`config.mk`:
```
export PLATFORM = sky130hd
export DESIGN_NAME = nipcb_top
export DESIGN_NICKNAME = d
export VERILOG_FILES = /design/src/design/nipcb_pkg.sv /design/src/design/nipcb_ahb_ctrl.sv /design/src/design/nipcb_reg_bank.sv /design/src/design/nipcb_stim_sequencer.sv /design/src/design/nipcb_top.sv
export SDC_FILE = /design/constraint.sdc
export NUM_CORES = 1
export LEC_CHECK = 0
export ABC_AREA = 1
export BUFFER_PORTS_ARGS = -buffer_cell sky130_fd_sc_hd__buf_4
export CAP_MARGIN = 15
export CORE_MARGIN = 1
export CORE_UTILIZATION = 41
export CTS_CLUSTER_DIAMETER = 60
export DETAILED_ROUTE_END_ITERATION = 7
export GPL_TIMING_DRIVEN = 1
export PLACE_DENSITY = 0.67
export SETUP_SLACK_MARGIN = 0.05
export SYNTH_ARGS = -nofsm -noshare
export SYNTH_HDL_FRONTEND = slang
export SYNTH_HIERARCHICAL = 1
export SYNTH_SLANG_ARGS = --single-unit
export TNS_END_PERCENT = 30
```
`constraint.sdc`:
```
create_clock -name HCLK -period 6.8 [get_ports HCLK]
set_input_delay 0.68 -clock HCLK [delete_from_list [all_inputs] [get_ports HCLK]]
set_output_delay 0.68 -clock HCLK [all_outputs]
set_load 0.01 [all_outputs]
```
`src/design/nipcb_pkg.sv`:
```
package nipcb_pkg;

	// Bus geometry
	localparam int DATA_WIDTH = 32;
	localparam int DATA_BYTES = DATA_WIDTH / 8;
	localparam int ADDR_W = 8;

	// Register window
	localparam int REG_COUNT = 11;
	localparam int REG_IDX_W = 4;

	// Electrode side
	localparam int MAG_W = 16;
	localparam int CH_COUNT = 4;
	localparam int CH_W = $clog2(CH_COUNT);

	// Word index of each register
	localparam logic [REG_IDX_W-1:0] REG_TRIG = 4'd0;
	localparam logic [REG_IDX_W-1:0] REG_FLAGS = 4'd1;
	localparam logic [REG_IDX_W-1:0] REG_CONF = 4'd2;
	localparam logic [REG_IDX_W-1:0] REG_CH_SEL = 4'd3;
	localparam logic [REG_IDX_W-1:0] REG_CYC_HIGH = 4'd4;
	localparam logic [REG_IDX_W-1:0] REG_CYC_LOW = 4'd5;
	localparam logic [REG_IDX_W-1:0] REG_CYC_DELAY = 4'd6;
	localparam logic [REG_IDX_W-1:0] REG_CYC_STALL = 4'd7;
	localparam logic [REG_IDX_W-1:0] REG_CYC_COUNT = 4'd8;
	localparam logic [REG_IDX_W-1:0] REG_MAG_HIGH = 4'd9;
	localparam logic [REG_IDX_W-1:0] REG_MAG_LOW = 4'd10;

	typedef struct packed {
		logic [DATA_WIDTH-2:0] reserved;
		logic stim_start;
	} nipcb_trig_s;

	// Parameter registers take the raw word, REG_TRIG takes the bit view
	typedef union packed {
		logic [DATA_WIDTH-1:0] raw;
		nipcb_trig_s trig;
	} nipcb_wdata_u;

	typedef struct packed {
		logic valid;
		logic [REG_IDX_W-1:0] index;
		logic [DATA_BYTES-1:0] strb;
		nipcb_wdata_u data;
	} nipcb_reg_wr_s;

	typedef struct packed {
		logic [CH_W-1:0] channel;
		logic [DATA_WIDTH-1:0] cycles_high;
		logic [DATA_WIDTH-1:0] cycles_low;
		logic [DATA_WIDTH-1:0] cycles_delay;
		logic [DATA_WIDTH-1:0] cycles_stall;
		logic [DATA_WIDTH-1:0] pulse_count;
		logic [MAG_W-1:0] mag_high;
		logic [MAG_W-1:0] mag_low;
	} nipcb_stim_cfg_s;

	typedef struct packed {
		logic [CH_COUNT-1:0] en;
		logic [MAG_W-1:0] mag;
	} nipcb_stim_out_s;

endpackage

```
`src/design/nipcb_ahb_ctrl.sv`:
```
`timescale 1ns/1ns

module nipcb_ahb_ctrl #(
	parameter int unsigned ADDR_BASE = 0
) (
	input logic HCLK,
	input logic HRESETn,

	input logic HSEL,
	input logic [nipcb_pkg::ADDR_W-1:0] HADDR,
	input logic [1:0] HTRANS,
	input logic [2:0] HSIZE,
	input logic HWRITE,
	input logic [nipcb_pkg::DATA_WIDTH-1:0] HWDATA,
	input logic HREADY,
	output logic [nipcb_pkg::DATA_WIDTH-1:0] HRDATA,
	output logic HREADYOUT,
	output logic HRESP,

	output nipcb_pkg::nipcb_reg_wr_s reg_wr,
	output logic [nipcb_pkg::REG_IDX_W-1:0] rd_index,
	input logic [nipcb_pkg::DATA_WIDTH-1:0] rd_data
);
	import nipcb_pkg::*;

	localparam logic [2:0] SIZE_BYTE = 3'b000;
	localparam logic [2:0] SIZE_HALF = 3'b001;
	localparam logic [2:0] SIZE_WORD = 3'b010;
	localparam logic RESP_OKAY = 1'b0;
	localparam logic RESP_ERROR = 1'b1;
	localparam int unsigned WIN_BYTES = REG_COUNT * DATA_BYTES;

	// Address phase
	logic accept;
	logic [31:0] addr_ext;
	logic [31:0] offset;
	logic [REG_IDX_W-1:0] idx;
	logic in_range;
	logic bad;
	logic [DATA_BYTES-1:0] strb;

	// Data phase
	logic dp_read;
	logic dp_write;
	logic err_first;
	logic err_second;
	logic [REG_IDX_W-1:0] dp_idx;
	logic [DATA_BYTES-1:0] dp_strb;

	// NONSEQ or SEQ both have HTRANS[1] set
	assign accept = HSEL && HTRANS[1] && HREADY;

	assign addr_ext = 32'(HADDR);
	assign offset = addr_ext - ADDR_BASE;
	assign idx = offset[REG_IDX_W+1:2];
	assign in_range = (addr_ext >= ADDR_BASE) && (addr_ext < ADDR_BASE + WIN_BYTES);

	assign bad = !in_range || (HSIZE > SIZE_WORD) || (HWRITE && idx == REG_FLAGS);

	// Lane select from size and low address bits
	always_comb begin
		case (HSIZE)
			SIZE_BYTE: strb = 4'b0001 << HADDR[1:0];
			SIZE_HALF: strb = HADDR[1] ? 4'b1100 : 4'b0011;
			default: strb = 4'b1111;
		endcase
	end

	always_ff @(posedge HCLK) begin
		if (!HRESETn) begin
			dp_read <= 1'b0;
			dp_write <= 1'b0;
			err_first <= 1'b0;
			err_second <= 1'b0;
		end else begin
			dp_read <= accept && !bad && !HWRITE;
			dp_write <= accept && !bad && HWRITE;
			err_first <= accept && bad;
			err_second <= err_first;
		end
	end

	always_ff @(posedge HCLK) begin
		if (accept) begin
			dp_idx <= idx;
			dp_strb <= strb;
		end
	end

	// Error takes one wait cycle, then completes
	assign HREADYOUT = !err_first;
	assign HRESP = (err_first || err_second) ? RESP_ERROR : RESP_OKAY;

	// Read data comes straight from the bank in the data phase
	assign rd_index = dp_idx;
	assign HRDATA = dp_read ? rd_data : '0;

	always_comb begin
		reg_wr.valid = dp_write;
		reg_wr.index = dp_idx;
		reg_wr.strb = dp_strb;
		reg_wr.data.raw = HWDATA;
	end

	a_err_two_cycle: assert property (@(posedge HCLK) disable iff (!HRESETn)
		(HRESP == RESP_ERROR && !HREADYOUT) |=> (HRESP == RESP_ERROR && HREADYOUT))
		else $error("ERROR response not completed in second cycle");

	a_no_write_on_err: assert property (@(posedge HCLK) disable iff (!HRESETn)
		!(reg_wr.valid && HRESP == RESP_ERROR))
		else $error("Register write during ERROR response");

endmodule

```
`src/design/nipcb_reg_bank.sv`:
```
`timescale 1ns/1ns

module nipcb_reg_bank (
	input logic HCLK,
	input logic HRESETn,

	input nipcb_pkg::nipcb_reg_wr_s reg_wr,
	input logic [nipcb_pkg::REG_IDX_W-1:0] rd_index,
	output logic [nipcb_pkg::DATA_WIDTH-1:0] rd_data,

	input logic running,
	output logic stim_start,
	output nipcb_pkg::nipcb_stim_cfg_s stim_cfg
);
	import nipcb_pkg::*;

	// Storage for REG_CONF up to REG_MAG_LOW
	logic [DATA_WIDTH-1:0] regs [REG_CONF:REG_MAG_LOW];

	logic wr_param;
	logic trig_wr;
	logic enable;
	logic [DATA_WIDTH-1:0] wr_mask;

	// Bits that exist in each register, the rest read as zero
	function automatic logic [DATA_WIDTH-1:0] impl_mask(input logic [REG_IDX_W-1:0] idx);
		case (idx)
			REG_CONF: impl_mask = {{(DATA_WIDTH-1){1'b0}}, 1'b1};
			REG_CH_SEL: impl_mask = {{(DATA_WIDTH-CH_W){1'b0}}, {CH_W{1'b1}}};
			REG_MAG_HIGH,
			REG_MAG_LOW: impl_mask = {{(DATA_WIDTH-MAG_W){1'b0}}, {MAG_W{1'b1}}};
			default: impl_mask = '1;
		endcase
	endfunction

	assign wr_param = reg_wr.valid && (reg_wr.index >= REG_CONF) &&
		(reg_wr.index <= REG_MAG_LOW);
	assign wr_mask = impl_mask(reg_wr.index);

	always_ff @(posedge HCLK) begin
		if (!HRESETn) begin
			for (int i = REG_CONF; i <= REG_MAG_LOW; i++) begin
				regs[i] <= '0;
			end
		end else if (wr_param) begin
			for (int b = 0; b < DATA_BYTES; b++) begin
				if (reg_wr.strb[b]) begin
					regs[reg_wr.index][b*8 +: 8] <= reg_wr.data.raw[b*8 +: 8] & wr_mask[b*8 +: 8];
				end
			end
		end
	end

	// Trigger bit sits in lane 0
	assign trig_wr = reg_wr.valid && (reg_wr.index == REG_TRIG) && reg_wr.strb[0] &&
		reg_wr.data.trig.stim_start;
	assign enable = regs[REG_CONF][0];

	always_ff @(posedge HCLK) begin
		if (!HRESETn) begin
			stim_start <= 1'b0;
		end else begin
			stim_start <= trig_wr && enable && !running;
		end
	end

	always_comb begin
		rd_data = '0;
		if (rd_index == REG_FLAGS) begin
			rd_data[0] = running;
		end else if (rd_index >= REG_CONF && rd_index <= REG_MAG_LOW) begin
			rd_data = regs[rd_index];
		end
	end

	always_comb begin
		stim_cfg.channel = regs[REG_CH_SEL][CH_W-1:0];
		stim_cfg.cycles_high = regs[REG_CYC_HIGH];
		stim_cfg.cycles_low = regs[REG_CYC_LOW];
		stim_cfg.cycles_delay = regs[REG_CYC_DELAY];
		stim_cfg.cycles_stall = regs[REG_CYC_STALL];
		stim_cfg.pulse_count = regs[REG_CYC_COUNT];
		stim_cfg.mag_high = regs[REG_MAG_HIGH][MAG_W-1:0];
		stim_cfg.mag_low = regs[REG_MAG_LOW][MAG_W-1:0];
	end

endmodule

```
`src/design/nipcb_stim_sequencer.sv`:
```
`timescale 1ns/1ns

module nipcb_stim_sequencer (
	input logic HCLK,
	input logic HRESETn,

	input logic stim_start,
	input nipcb_pkg::nipcb_stim_cfg_s stim_cfg,
	output logic running,
	output nipcb_pkg::nipcb_stim_out_s stim_out
);
	import nipcb_pkg::*;

	localparam logic [2:0] ST_IDLE = 3'd0;
	localparam logic [2:0] ST_DELAY = 3'd1;
	localparam logic [2:0] ST_HIGH = 3'd2;
	localparam logic [2:0] ST_LOW = 3'd3;
	localparam logic [2:0] ST_STALL = 3'd4;

	logic [2:0] state;
	logic [DATA_WIDTH-1:0] phase_cnt;
	logic [DATA_WIDTH-1:0] pulse_left;
	logic phase_done;
	nipcb_stim_cfg_s cfg_q;

	// Index of the last cycle, zero treated as one
	function automatic logic [DATA_WIDTH-1:0] last_of(input logic [DATA_WIDTH-1:0] n);
		last_of = (n == '0) ? '0 : n - 1'b1;
	endfunction

	assign phase_done = (phase_cnt == '0);
	assign running = (state != ST_IDLE);

	// Settings frozen for the length of a sequence
	always_ff @(posedge HCLK) begin
		if (state == ST_IDLE) begin
			cfg_q <= stim_cfg;
		end
	end

	always_ff @(posedge HCLK) begin
		if (!HRESETn) begin
			state <= ST_IDLE;
			phase_cnt <= '0;
			pulse_left <= '0;
		end else if (state != ST_IDLE && !phase_done) begin
			phase_cnt <= phase_cnt - 1'b1;
		end else begin
			case (state)
				ST_IDLE: begin
					if (stim_start) begin
						pulse_left <= last_of(stim_cfg.pulse_count);
						if (stim_cfg.cycles_delay != '0) begin
							state <= ST_DELAY;
							phase_cnt <= stim_cfg.cycles_delay - 1'b1;
						end else begin
							state <= ST_HIGH;
							phase_cnt <= last_of(stim_cfg.cycles_high);
						end
					end
				end
				ST_DELAY: begin
					state <= ST_HIGH;
					phase_cnt <= last_of(cfg_q.cycles_high);
				end
				ST_HIGH: begin
					state <= ST_LOW;
					phase_cnt <= last_of(cfg_q.cycles_low);
				end
				ST_LOW: begin
					if (cfg_q.cycles_stall != '0) begin
						state <= ST_STALL;
						phase_cnt <= cfg_q.cycles_stall - 1'b1;
					end else if (pulse_left == '0) begin
						state <= ST_IDLE;
					end else begin
						pulse_left <= pulse_left - 1'b1;
						state <= ST_HIGH;
						phase_cnt <= last_of(cfg_q.cycles_high);
					end
				end
				ST_STALL: begin
					if (pulse_left == '0) begin
						state <= ST_IDLE;
					end else begin
						pulse_left <= pulse_left - 1'b1;
						state <= ST_HIGH;
						phase_cnt <= last_of(cfg_q.cycles_high);
					end
				end
				default: state <= ST_IDLE;
			endcase
		end
	end

	// Electrode drive only in the two active phases
	always_comb begin
		stim_out = '0;
		if (state == ST_HIGH || state == ST_LOW) begin
			stim_out.en = {{(CH_COUNT-1){1'b0}}, 1'b1} << cfg_q.channel;
			stim_out.mag = (state == ST_HIGH) ? cfg_q.mag_high : cfg_q.mag_low;
		end
	end

	// Channel stays put for the whole sequence
	a_en_stable: assert property (@(posedge HCLK) disable iff (!HRESETn)
		(stim_out.en != '0) |=> (stim_out.en == '0 || stim_out.en == $past(stim_out.en)))
		else $error("Channel enable changed during a sequence");

endmodule

```
`src/design/nipcb_top.sv`:
```
`timescale 1ns/1ns

module nipcb_top #(
	parameter int unsigned ADDR_BASE = 0
) (
	input logic HCLK,
	input logic HRESETn,

	input logic HSEL,
	input logic [nipcb_pkg::ADDR_W-1:0] HADDR,
	input logic [1:0] HTRANS,
	input logic [2:0] HSIZE,
	input logic HWRITE,
	input logic [nipcb_pkg::DATA_WIDTH-1:0] HWDATA,
	input logic HREADY,
	output logic [nipcb_pkg::DATA_WIDTH-1:0] HRDATA,
	output logic HREADYOUT,
	output logic HRESP,

	output nipcb_pkg::nipcb_stim_out_s stim_out
);
	import nipcb_pkg::*;

	nipcb_reg_wr_s reg_wr;
	logic [REG_IDX_W-1:0] rd_index;
	logic [DATA_WIDTH-1:0] rd_data;
	nipcb_stim_cfg_s stim_cfg;
	logic stim_start;
	logic running;

	nipcb_ahb_ctrl #(
		.ADDR_BASE (ADDR_BASE)
	) i_ahb_ctrl (
		.HCLK (HCLK),
		.HRESETn (HRESETn),
		.HSEL (HSEL),
		.HADDR (HADDR),
		.HTRANS (HTRANS),
		.HSIZE (HSIZE),
		.HWRITE (HWRITE),
		.HWDATA (HWDATA),
		.HREADY (HREADY),
		.HRDATA (HRDATA),
		.HREADYOUT (HREADYOUT),
		.HRESP (HRESP),
		.reg_wr (reg_wr),
		.rd_index (rd_index),
		.rd_data (rd_data)
	);

	nipcb_reg_bank i_reg_bank (
		.HCLK (HCLK),
		.HRESETn (HRESETn),
		.reg_wr (reg_wr),
		.rd_index (rd_index),
		.rd_data (rd_data),
		.running (running),
		.stim_start (stim_start),
		.stim_cfg (stim_cfg)
	);

	nipcb_stim_sequencer i_stim_sequencer (
		.HCLK (HCLK),
		.HRESETn (HRESETn),
		.stim_start (stim_start),
		.stim_cfg (stim_cfg),
		.running (running),
		.stim_out (stim_out)
	);

endmodule

```
=== Word level (Yosys, flattened, before mapping) ===
Memory sizes are Yosys's and may differ from the RTL's. A register that Yosys moved wholly into a read port is not among the register bits.
Cells that the tools add are included.
W data, S select, Z words.

* Order comparisons: 5
* Reductions and logical operators: 46
* Muxes and demuxes: 50
* Eq/ne operators: 14
* Bitwise operators: 5
* Shift operators: 2
* Add/sub/neg operators: 8

{| class="wikitable"
|+ Operator list
! cell !! count
|-
| $mux W32 || 15
|-
| $sub A32 B1 Y32 const B || 8
|-
| $logic_not A32 Y1 || 6
|-
| $pmux W32 S3 || 2
|-
| $pmux W32 S5 || 1
|-
| $reduce_bool A32 Y1 || 2
|-
| $and A8 B8 Y8 || 4
|-
| $reduce_or A32 Y1 || 1
|-
| $mux W31 || 1
|-
| $mux W20 || 1
|-
| $mux W1 || 19
|-
| $logic_and A1 B1 Y1 || 17
|-
| $mux W16 || 1
|-
| $mux W4 || 4
|-
| $pmux W3 S5 || 1
|-
| $eq A4 B1 Y1 const B || 2
|-
| $eq A4 B2 Y1 const B || 2
|-
| $eq A4 B4 Y1 const B || 2
|-
| $ge A8 B1 Y1 const B || 1
|-
| $lt A8 B6 Y1 const B || 1
|-
| $pmux W4 S2 || 1
|-
| $shl A1 B2 Y4 const A || 2
|-
| $eq A3 B1 Y1 const B || 2
|-
| $eq A3 B2 Y1 const B || 2
|-
| 18 further kinds || 32
|}

* Output and inout port bits: 54
* Bits in writable memories: 288
* Memories kept: 1
* Bits of input ports: 50
* Register bits after elaboration: 112
* Logic and storage cells: 142

{| class="wikitable"
|+ Memories
! name !! words !! bits a word !! read ports !! clocked after memory_dff !! write ports !! RTL line !! text
|-
| i_reg_bank.regs || 9 || 32 || 10 || 6 || 9 || nipcb_reg_bank.sv:18 || <nowiki>logic [DATA_WIDTH-1:0] regs [REG_CONF:REG_MAG_LOW];</nowiki>
|}

=== Longest topological paths before layout ===
* Word-level depth: 8
* Mapped depth: 16
* Mapped depth without buffers: 16

=== Cells and area by module ===
Netlist, hierarchy kept.

{| class="wikitable"
|+ Modules (own cells, without submodules)
! module !! times used !! seq. area each (µm²) !! area each (µm²) !! cells an instance
|-
| nipcb_stim_sequencer || 1 || 5,245.0 || 15,424.8 || 2,249
|-
| nipcb_reg_bank || 1 || 8,668.3 || 13,924.6 || 1,498
|-
| nipcb_ahb_ctrl || 1 || 320.3 || 1,029.7 || 156
|}

=== Worst setup path after synthesis ===
Ideal clock, no wire load.

* Path kind: register to output
* Start: register i_stim_sequencer.state[0]
* End: output HRDATA[0] (netlist name)
* Arrival time: 3,212 ps
* Slack: 2,908 ps
* Required time: 6,120 ps
* Path buffers: 0
* Cell stages (with the launch flop): 11
* Cell sequence: dfxtp_1 -> nor2_2 -> inv_2 -> nor2_4 -> inv_2 -> inv_1 -> nor3_1 -> o21bai_1 -> nand3_1 -> nand2_1 -> inv_1

* Word-level cells in the longest chain between the ends: 3

{| class="wikitable"
|+ Ends and longest elaborated chain
! item !! RTL line !! text
|-
| from (decl) || nipcb_stim_sequencer.sv:20 || <nowiki>logic [2:0] state;</nowiki>
|-
| from (signal assigned) || nipcb_stim_sequencer.sv:43 || <nowiki>state <= ST_IDLE;</nowiki>
|-
| from (signal assigned) || nipcb_stim_sequencer.sv:54 || <nowiki>state <= ST_DELAY;</nowiki>
|-
| from (signal assigned) || nipcb_stim_sequencer.sv:57 || <nowiki>state <= ST_HIGH;</nowiki>
|-
| $reduce_bool A3 Y1 || nipcb_stim_sequencer.sv:32 || <nowiki>assign running = (state != ST_IDLE);</nowiki>
|-
| net running || nipcb_top.sv:29 || <nowiki>logic running;</nowiki>
|-
| $mux W1 || nipcb_reg_bank.sv:69 || <nowiki>if (rd_index == REG_FLAGS) begin</nowiki>
|-
| net rd_data[0] || nipcb_top.sv:26 || <nowiki>logic [DATA_WIDTH-1:0] rd_data;</nowiki>
|-
| $mux W32 || nipcb_ahb_ctrl.sv:96 || <nowiki>assign HRDATA = dp_read ? rd_data : '0;</nowiki>
|-
| to (decl) || nipcb_top.sv:16 || <nowiki>output logic [nipcb_pkg::DATA_WIDTH-1:0] HRDATA,</nowiki>
|}

The timed path passes the listed nets, and every way through them passes these cells.

=== Worst setup path in the final report ===
* Start: register i_ahb_ctrl.dp_idx[3], in the netlist i_ahb_ctrl/rd_index[3]
* End: output HRDATA[31] (netlist name)

* Word-level cells in the longest chain between the ends: 5
* Elaborated cells between the ends (all ways): 7
* Classes of those cells: order compare: 2; eq/ne: 1; mux: 3; reduce/logical: 1

{| class="wikitable"
|+ Ends and longest elaborated chain
! item !! RTL line !! text
|-
| from (decl) || nipcb_ahb_ctrl.sv:47 || <nowiki>logic [REG_IDX_W-1:0] dp_idx;</nowiki>
|-
| from (signal assigned) || nipcb_ahb_ctrl.sv:85 || <nowiki>dp_idx <= idx;</nowiki>
|-
| $ge A4 B2 Y1 / $le A4 B4 Y1 (equally long branches) || nipcb_reg_bank.sv:71 || <nowiki>end else if (rd_index >= REG_CONF && rd_index <= REG_MAG_LOW) begin</nowiki>
|-
| $logic_and A1 B1 Y1 || nipcb_reg_bank.sv:71 ||
|-
| $mux W32 || nipcb_reg_bank.sv:71 ||
|-
| $mux W31 (*) || nipcb_reg_bank.sv:69 ||
|-
| net rd_data[31] || nipcb_top.sv:26 ||
|-
| $mux W32 (*) || nipcb_ahb_ctrl.sv:96 ||
|}

Mark *: on every way through the listed nets, which the timed path passes. The rest lies on a longest branch.

==> reports/metrics.cfg <==
[drt]
drt_iter0_drc = 3325
vias_per_cell = 5.39
met1Wirelength_um = 41300
drc = 0
via_count = 26900
wl_met3_um = 9880
routed_wl_um = 101000
wl_met2_um = 45300
antenna_left = 0
top_layer = met4
drtPass1Iterations = 6
wl_per_cell_um = 20.2

[timing]
hold_viol_final = 0
slew_viol_final = 0
fmax_mhz = 223
skew_ps = 38.6
timing.setup.tns_ps = 0
final.min_clock_period_ps = 4490
rsz0062_at_grt = no
relSlewSlack_pct = 19.1
worst_pin_slew_ps = 1210
setup_viol = 0
finalWorstSetupSlack_ps = 2310
fin_crit_sh_pct = 66.0

[job]
cap_violations = 0

[floorplanning]
die-area_mm2 = 0.0752
initial_core_util_pct = 41.6
core_mm2 = 0.0731
die_y_um = 274
ios = 104
die_w_um = 274
rows = 99

[final_layout]
synthToLayoutAreaGrowth_pct = 10.6
num_antenna_cells = 0
nNetsFinal = 4041
final_util_pct = 46.0
drive_gt1_share_pct = 8.71

[critical_path]
cp_slowest_cell = edfxtp_1
required_ps = 6120
crit_fanout = 31
path_class = reg -> out
crit_path_end_kind = output port
slowest_delay_ps = 1080
crit_chain = buf_4, inv_1, nor2_4, nand2_1, a21oi_1, nand2_1, inv_1, buf_4
critPathTopFamily = flip-flops
start_kind = register
cp.buffers_inverters = 4
cp.arrival_ps = 3810

[synth]
synth_edf_count = 426
ys_warn_count = 6
syn_avg_cell_area_um2 = 7.78
synth_ff_type = edfxtp_1
netlist_area_mm2 = 0.0304
yosysUniqueCellTypes = 58
yosysSeqAreaShare_pct = 46.9
synthArstFlopShare_pct = 0
ys_ff_latch = 498
synthCells = 3903

[placement]
place_ws_ps = 3080
placement.io_buffers = 102
finalWeightedCongestion = 0.993
dp_hpwl_um = 75000

[power]
p_leak_nw = 14.5
powerDensity_mw_per_mm2 = 359
ir_drop_uv = 302

[cts]
numClockSinks = 498
clk_pin_slew_ps = 60
post-cts-setup-buffer-count = 0
cts_buffers = 57
clock_latency_ps = 660
cts_resized = 0
htreeDepth = 2
clockBufferDepth = 3
cts-root-buf = clkbuf_16
cts_tree = built
hold_buffers = 0

[grt]
antenna_found_initial = 0
grt_pass1_wl_um = 149000
grt_overflow_total = 0
first_global_vias = 24700
grt_usage_pct = 26.5
grt_max_degree = 74

[status]
status = complete, no violations

[min_path]
hold_class = in -> reg

-- worst paths after layout --
check	startpoint	end	slack (ps)	cells after the start
max	i_ahb_ctrl/rd_index[3]	HRDATA[31]	2310	8
min reg2reg	i_reg_bank/regs[10][15]	i_stim_sequencer/cfg_q[15]	440	0
max reg2reg	i_reg_bank/regs[6][8]	i_stim_sequencer/phase_cnt[14]	3070	12
min	HADDR[3]	i_ahb_ctrl/rd_index[1]	220	1
-- per-layer routing --
layer / up-vias / GRT usage [%]
met5: - / 0
met4: 0 / 11.0
met3: 219 / 3.99
met2: 1347 / 41.8
met1: 12500 / 36.3
li1: 12800 / -
-- through the flow --
step	instance area (um2)	hold WS [ps]	total power [mW]	cells
floorplan	30700	415	7.66	3995
global placement	31700	430	8.84	4876
detailed placement	31700	433	8.88	4876
CTS	33600	188	12.0	4984
global route	33600	210	12.7	4988
finish	33600	218	12.1	4988
-- worst register-to-register path: cells and delay by family (launching register included) --
family | cells | cell delay [ps]
simple gates | 9 | 2050
buf+inv | 1 | 730
compound gates | 2 | 310
flops | 1 | 500
-- cells in the mapped netlist, types with 14 or more instances --
master / n / share of area, %
nand4_1: 79 / 1.6
inv_1: 342 / 4.2
a22o_1: 16 / 0.46
buf_4: 82 / 2.0
o211ai_1: 14 / 0.35
nor2_4: 17 / 0.63
nor3_1: 31 / 0.51
nor2_2: 24 / 0.49
xor2_1: 76 / 2.2
buf_2: 43 / 0.71
edfxtp_1: 426 / 42
dfxtp_1: 72 / 4.7
o21ai_0: 138 / 2.3
o21ai_1: 18 / 0.30
nor2_1: 757 / 9.4
nand3_1: 264 / 4.3
nand2_1: 1030 / 13
clkbuf_1: 58 / 0.72
xnor2_1: 67 / 1.9
inv_2: 17 / 0.21
a21oi_1: 149 / 2.5
-- state kept, by name, summed over array words and instances, names as in the netlist --
name                         cells
i_ahb_ctrl/dp_read               1
i_ahb_ctrl/dp_strb               4
i_ahb_ctrl/dp_write              1
i_ahb_ctrl/err_first             1
i_ahb_ctrl/err_second            1
i_ahb_ctrl/rd_index              4
i_reg_bank/regs                288
i_reg_bank/stim_start            1
i_stim_sequencer/cfg_q         130
i_stim_sequencer/phase_cnt      32
i_stim_sequencer/pulse_left     32
i_stim_sequencer/state           3
-- power breakdown --
group	internal [mW]	leakage [nW]	total, mW	switching (mW)
sequential	4.05	5.09	4.65	0.594
clock	1.77	0.913	3.11	1.34
combinational	1.23	8.46	4.30	3.07
-- layout by cell type, fill, tap and decap left out, drive strengths merged, types with 76 or more instances in the layout --
master | netlist | routed
nand2 | 1038 | 1038
conb | 1 | 93
clkbuf | 58 | 84
edfxtp | 426 | 426
inv | 361 | 370
nand3 | 267 | 267
nand4 | 99 | 99
o21ai | 158 | 158
buf | 146 | 127
nor2 | 804 | 804
xor2 | 76 | 76
a21oi | 157 | 157
-- logic make-up (layout without fill, tap and decap cells) --
family	after synthesis	count (layout)	synth area share (%)
simple gates	2282	2282	32.5
buf+inv	569	603	8.50
flops	498	498	46.9
compound gates	399	399	7.51
xor+xnor	143	143	4.12
fa+ha+maj	11	11	0.453
other cells	1	93	0.0123
-- area by class of cell --
class / count / area, um2
Clock inverter: 27 / 337
Clock buffer: 81 / 1560
Tap cell: 959 / 1200
Timing Repair Buffer: 130 / 973
Fill cell: 7269 / 39500
Multi-Input combinational cell: 2928 / 13900
Inverter: 365 / 1380
Sequential cell: 498 / 14200
(Power assumes the default switching activity.)
